### src/hw/tcdm_pkg.sv
// TCDM slice bus types

package tcdm_pkg;

  // bus widths
  localparam int unsigned addr_w = 16;  // word address bits
  localparam int unsigned data_w = 32;  // one data word
  localparam int unsigned be_w   = data_w / 8;  // one enable per byte
  localparam int unsigned user_w = 4;   // initiator tag bits

  // plain vector types with a meaning
  typedef logic [addr_w-1:0] addr_t;  // word address, not byte address
  typedef logic [data_w-1:0] data_t;  // read or write word
  typedef logic [be_w-1:0]   be_t;    // bit n enables byte n
  typedef logic [user_w-1:0] user_t;  // tag echoed on r_user

  // request from initiator toward the bank
  typedef struct packed {
    logic  req;   // request strobe
    logic  wen;   // high for read, low for write
    addr_t add;   // word address
    data_t data;  // write data
    be_t   be;    // byte enables for writes
    user_t user;  // tag, stripped by the filter
  } tcdm_req_t;

  // response back to the initiator
  // gnt is same cycle, the r_ fields follow one cycle later
  typedef struct packed {
    logic  gnt;      // request accepted this cycle
    logic  r_valid;  // read data valid
    data_t r_data;   // read word
    user_t r_user;   // tag of the read being answered
  } tcdm_rsp_t;

  // no ECC and no r_ready at this boundary
  // a response can never be refused

endpackage

### src/hw/tcdm_r_user_filter.sv
// TCDM user tag filter

`timescale 1ns/1ps

module tcdm_r_user_filter import tcdm_pkg::*; (
  input  logic      clk_i,
  input  logic      rst_ni,
  input  logic      clear_i,   // zero the tag register
  input  logic      enable_i,  // allow tag capture
  input  tcdm_req_t tgt_req,   // from the initiator
  output tcdm_rsp_t tgt_rsp,   // to the initiator
  output tcdm_req_t init_req,  // toward the bank
  input  tcdm_rsp_t init_rsp   // from the bank
);

  user_t user_q;  // tag of the last captured request
  logic  load_tag;  // capture condition

  // capture on every enabled request, granted or not
  // a stalled read keeps its tag held stable so the reload is harmless
  assign load_tag = enable_i & tgt_req.req;

  // request path
  always_comb begin
    init_req      = tgt_req;  // strobe, address, data, be, wen unchanged
    init_req.user = '0;       // tag stays on this side
  end

  // response path
  always_comb begin
    tgt_rsp.gnt     = init_rsp.gnt;      // combinational grant
    tgt_rsp.r_valid = init_rsp.r_valid;  // bank read pulse
    tgt_rsp.r_data  = init_rsp.r_data;   // bank read word
    tgt_rsp.r_user  = user_q;            // shown even when r_valid is low
  end

  // tag register
  always_ff @(posedge clk_i or negedge rst_ni) begin
    if (!rst_ni) begin
      user_q <= '0;
    end else if (clear_i) begin
      user_q <= '0;  // clear wins over a same cycle load
    end else if (load_tag) begin
      user_q <= tgt_req.user;
    end
  end

  // The registered tag only lines up with r_data when the bank answers a
  // granted read exactly one cycle later. Anywhere else in the cluster the
  // tag would be attached to the wrong response, so both directions of the
  // one cycle rule are checked here against the bank side.

  // granted read then valid next cycle
  property p_read_gnt_then_valid;
    @(posedge clk_i) disable iff (!rst_ni)
      (init_rsp.gnt && init_req.wen) |=> init_rsp.r_valid;
  endproperty

  a_read_gnt_then_valid : assert property (p_read_gnt_then_valid)
    else $error("r_valid missing one cycle after a read grant");

  // no grant then no valid next cycle
  property p_no_gnt_then_no_valid;
    @(posedge clk_i) disable iff (!rst_ni)
      !init_rsp.gnt |=> !init_rsp.r_valid;
  endproperty

  a_no_gnt_then_no_valid : assert property (p_no_gnt_then_no_valid)
    else $error("r_valid high one cycle after a cycle without grant");

endmodule

### src/hw/tcdm_slice_top.sv
// TCDM slice top level

`timescale 1ns/1ps

module tcdm_slice_top import tcdm_pkg::*; #(
  parameter int unsigned bank_depth = 64  // words in the bank
) (
  input  logic      clk_i,
  input  logic      rst_ni,
  input  logic      clear_i,   // tag register clear
  input  logic      enable_i,  // tag capture enable
  input  logic      stall_i,   // bank contention
  input  tcdm_req_t req_i,     // from the initiator
  output tcdm_rsp_t rsp_o      // back to the initiator
);

  tcdm_req_t bank_req;  // filter to bank, tag zeroed
  tcdm_rsp_t bank_rsp;  // bank to filter, r_user zero

  // tag filter
  // sits where a read grant is answered one cycle later
  tcdm_r_user_filter tcdm_r_user_filter_inst (
    .clk_i    (clk_i),
    .rst_ni   (rst_ni),
    .clear_i  (clear_i),
    .enable_i (enable_i),
    .tgt_req  (req_i),     // initiator side
    .tgt_rsp  (rsp_o),
    .init_req (bank_req),  // bank side
    .init_rsp (bank_rsp)
  );

  // memory bank
  tcdm_sram_bank #(
    .bank_depth (bank_depth)  // depth set here only
  ) tcdm_sram_bank_inst (
    .clk_i   (clk_i),
    .rst_ni  (rst_ni),
    .stall_i (stall_i),   // grant withheld while high
    .req     (bank_req),
    .rsp     (bank_rsp)
  );

endmodule

### src/hw/tcdm_sram_bank.sv
// Single ported TCDM word bank

`timescale 1ns/1ps

module tcdm_sram_bank import tcdm_pkg::*; #(
  parameter int unsigned bank_depth = 64  // number of words
) (
  input  logic      clk_i,
  input  logic      rst_ni,
  input  logic      stall_i,  // contention stand in, withholds grant
  input  tcdm_req_t req,
  output tcdm_rsp_t rsp
);

  // index width, at least one bit for a single word bank
  localparam int unsigned idx_w = (bank_depth > 1) ? $clog2(bank_depth) : 1;

  typedef logic [idx_w-1:0] idx_t;  // word index into the array

  data_t mem_q [bank_depth];  // storage
  idx_t  idx;                 // low address bits
  logic  gnt;                 // request accepted
  logic  wr_en;               // granted write
  logic  rd_en;               // granted read
  logic  r_valid_q;           // read pulse, one cycle after grant
  data_t r_data_q;            // read word register

  assign idx   = req.add[idx_w-1:0];  // upper address bits ignored
  assign gnt   = req.req & ~stall_i;  // no grant while stalled
  assign wr_en = gnt & ~req.wen;      // wen low means write
  assign rd_en = gnt & req.wen;       // wen high means read

  // word array with byte enable writes
  always_ff @(posedge clk_i or negedge rst_ni) begin
    if (!rst_ni) begin
      for (int unsigned w = 0; w < bank_depth; w++) begin
        mem_q[w] <= '0;  // bank starts all zero
      end
    end else if (wr_en) begin
      for (int unsigned b = 0; b < be_w; b++) begin
        if (req.be[b]) begin
          mem_q[idx][8*b +: 8] <= req.data[8*b +: 8];  // enabled lanes only
        end
      end
    end
  end

  // read valid pulse
  always_ff @(posedge clk_i or negedge rst_ni) begin
    if (!rst_ni) begin
      r_valid_q <= 1'b0;
    end else begin
      r_valid_q <= rd_en;  // writes and stalls give no response
    end
  end

  // read word, loaded only on a granted read
  always_ff @(posedge clk_i) begin
    if (rd_en) begin
      r_data_q <= mem_q[idx];  // sees writes from earlier edges
    end
  end

  // response
  always_comb begin
    rsp.gnt     = gnt;        // same cycle as the request
    rsp.r_valid = r_valid_q;
    rsp.r_data  = r_data_q;   // held between reads
    rsp.r_user  = '0;         // tag comes from the filter
  end

  // the full word address must land inside the bank
  // dropped upper bits would alias onto a lower word
  property p_addr_in_bank;
    @(posedge clk_i) disable iff (!rst_ni)
      req.req |-> (32'(req.add) < bank_depth);
  endproperty

  a_addr_in_bank : assert property (p_addr_in_bank)
    else $error("address %0d outside bank of %0d words", req.add, bank_depth);

endmodule

### config.mk
export PLATFORM = sky130hd
export DESIGN_NAME = tcdm_slice_top
export DESIGN_NICKNAME = d
export VERILOG_FILES = /design/src/hw/tcdm_pkg.sv /design/src/hw/tcdm_r_user_filter.sv /design/src/hw/tcdm_slice_top.sv /design/src/hw/tcdm_sram_bank.sv
export SDC_FILE = /design/constraint.sdc
export NUM_CORES = 2
export LEC_CHECK = 0
export BUFFER_PORTS_ARGS = -buffer_cell sky130_fd_sc_hd__clkbuf_2
export CORE_MARGIN = 3
export CORE_UTILIZATION = 45
export DETAILED_ROUTE_END_ITERATION = 8
export PLACE_DENSITY = 0.69
export REMOVE_ABC_BUFFERS = 1
export SLEW_MARGIN = 20
export SYNTH_ARGS = -nofsm -noshare
export SYNTH_HDL_FRONTEND = slang
export SYNTH_HIERARCHICAL = 1
export SYNTH_SLANG_ARGS = --single-unit
### constraint.sdc
create_clock -name clk_i -period 5.1 [get_ports clk_i]
set_input_delay 0.255 -clock clk_i [delete_from_list [all_inputs] [get_ports clk_i]]
set_output_delay 0.255 -clock clk_i [all_outputs]
set_load 0.02 [all_outputs]
==> impl_metrics.env <==
export IMPL_status="finished, final reports clean"
export IMPL_critPathRequiredTime_ns=5.77
export IMPL_rsz0062_at_grt="no"
export IMPL_drtPass1Iterations=8
export IMPL_first_iter_violations=6592
export IMPL_cts_tree="done"
export IMPL_synth_area_sq_um=94400
export IMPL_finalSetupViolCount=0
export IMPL_portBuffers=90
export IMPL_postSynthAreaPerCell_sq_um=13.5
export IMPL_grt_antenna_before_repair=13
export IMPL_reg2reg_from="tcdm_sram_bank_inst/mem_q[301]$_DFFE_PN0P_"
export IMPL_finalMaxSlewViolations=0
export IMPL_ctsResizeCount=0
export IMPL_core_area_sq_um=208000
export IMPL_hold_viol=0
export IMPL_power_density_nw_per_um2=338
export IMPL_p_leak_uw=0.0494
export IMPL_die_h_um=464
export IMPL_wl_per_cell_um=29.9
export IMPL_hold_slack_ns=0.0283
export IMPL_skew_ns=0.0398
export IMPL_ys_warn_count=6
export IMPL_root_buffer="clkbuf_16"
export IMPL_grt_pass1_wl_um=436000
export IMPL_fin_crit_ns=3.60
export IMPL_worstReg2RegEnd="tcdm_sram_bank_inst/r_data_q[13]$_DFFE_PP_"
export IMPL_hpwl_um=187000
export IMPL_start_util_pct=45.4
export IMPL_cts_buffers=207
export IMPL_final_nets=6941
export IMPL_fp_dieArea_sq_um=215000
export IMPL_peakVddDrop_uv=289
export IMPL_min_path_type="in -> async"
export IMPL_ff2ff_setup_slack_ns=2.21
export IMPL_rows=167
export IMPL_synthToLayoutAreaGrowth_pct=11.0
export IMPL_clk_pin_slew_ns=0.06
export IMPL_ant_nets=0
export IMPL_synthCells=6987
export IMPL_worst_skew_pair_late_latency_ns=0.86
export IMPL_cts_sink_count=2085
export IMPL_r2r_worst_path_cells=5
export IMPL_end_kind="flip-flop"
export IMPL_critical_path_class="in -> reg"
export IMPL_tightest_slew_ns=1.35
export IMPL_cp_arrival_ns=4.28
export IMPL_fin_total_pwr_uw=35400
export IMPL_die_w_um=464
export IMPL_grt_start_max_net_pins=167
export IMPL_num_io_pins=101
export IMPL_cp_start_kind="input pin"
export IMPL_drive_gt1_share_pct=42.0
export IMPL_post_cts_setup_buffers=0
export IMPL_grt_use_total_pct=26.9
export IMPL_cts_htree_levels=4
export IMPL_worstPathMaxFanout=26
export IMPL_drc=0
export IMPL_vias_per_cell=6.36
export IMPL_fin_crit_sh_pct=70.6
export IMPL_relSlewSlack_pct=9.55
export IMPL_vias=62681
export IMPL_clockBufferDepth=3
export IMPL_drt_total_wl_um=294000
export IMPL_routabilityCongestion=0.914
export IMPL_max_freq_mhz=278
export IMPL_grt_ovfl_total=0
export IMPL_max_cap_violations=0
export IMPL_grt_pass1_vias=64006
## power breakdown
part,internal [uW],switching (uW),total [uW]
Combinational,713,1650,2360
Sequential,17000,228,17300
Clock,9150,6660,15800
Total,26900,8540,35400
## cell usage in the layout, fill, tap and decap left out, drive strengths merged, types with 4 or more instances in the layout
cell / instances
a21bo: 4
nand3: 14
and2: 13
nor2: 275
edfxtp: 32
nor2b: 9
o22ai: 150
clkbuf: 391
clkinv: 47
a211oi: 29
clkinvlp: 5
bufinv: 18
dfrtp: 2053
o2111a: 13
or3: 20
a22o: 24
nand2b: 7
a21oi: 106
o221ai: 45
buf: 237
a31oi: 15
nand2: 281
nor4: 27
mux2: 2109
diode: 10
and3: 15
mux4: 65
dlygate4sd3: 14
a221oi: 215
a22oi: 415
nand4: 16
mux2i: 174
a222oi: 16
o2bb2ai: 28
nor3: 22
o211ai: 16
inv: 10
o21ai: 100
## worst max-delay path, stage by stage
cell and delay, ns:
clkbuf_2 0.81, nand3_1 0.97, nor2_2 1.17, buf_4 0.45, a22o_1 0.33, nor4_1 0.14, o211ai_1 0.11
## worst max-delay path by stage
stage	end	slack, ns	from	cells past startpoint
2_1_floorplan	tcdm_sram_bank_inst/r_data_q[13]$_DFFE_PP_	-1.52	req_i[41]	6
3_3_place_gp	tcdm_sram_bank_inst/mem_q[207]$_DFFE_PN0P_	0.53	req_i[45]	5
3_5_place_dp	tcdm_sram_bank_inst/r_data_q[7]$_DFFE_PP_	0.87	req_i[45]	8
4_1_cts	tcdm_sram_bank_inst/r_data_q[7]$_DFFE_PP_	1.77	req_i[45]	8
5_1_grt	tcdm_sram_bank_inst/r_data_q[7]$_DFFE_PP_	1.55	req_i[45]	8
6_report	tcdm_sram_bank_inst/r_data_q[3]$_DFFE_PP_	1.50	req_i[45]	7
## what timing repair did
item,in CTS,in global routing
endpoints found under the hold margin,117,0
hold buffers,14,0
endpoints found under the setup margin,0,0
## cell type report
| class | instances | area [sq um] |
|---|---|---|
| fillers | 17492 | 103000 |
| flip-flops and latches | 2085 | 52300 |
| multi-input cells | 4244 | 39200 |
| clock buffers | 305 | 6050 |
| well taps | 2788 | 3490 |
| repair buffers | 337 | 2690 |
| clock inverters | 77 | 1040 |
| diodes | 10 | 25.0 |
| inverters | 3 | 13.8 |
## per-layer routing
layer	vias to the layer above	global-route usage (%)	share of wire [%]
met2	2911	40.8	45
met3	683	6.85	9.2
li1	25806	-	-
met1	33273	36.2	41
met4	8	12.6	5.1
met5	-	0.446	0.059
## state kept, by name (all words and copies together) (netlist names)
signal,cells
tcdm_sram_bank_inst/mem_q,2048
tcdm_r_user_filter_inst/user_q,4
tcdm_sram_bank_inst/r_data_q,32
tcdm_sram_bank_inst/r_valid_q,1
## per-stage QoR
stage | setup slack (ns) | setup TNS [ns] | area (sq um) | cells | util (%)
after floorplan | -1.52 | -594.75 | 91400 | 6332 | -
after global placement | 0.534 | 0 | 97600 | 9442 | 46.9
after detailed placement | 0.875 | 0 | 97600 | 9443 | 46.9
after CTS | 1.77 | 0 | 105000 | 9839 | 50.4
after global routing | 1.55 | 0 | 105000 | 9839 | 50.4
final | 1.50 | 0 | 105000 | 9849 | 50.4
No activity file was read; power rests on OpenSTA's default activity.
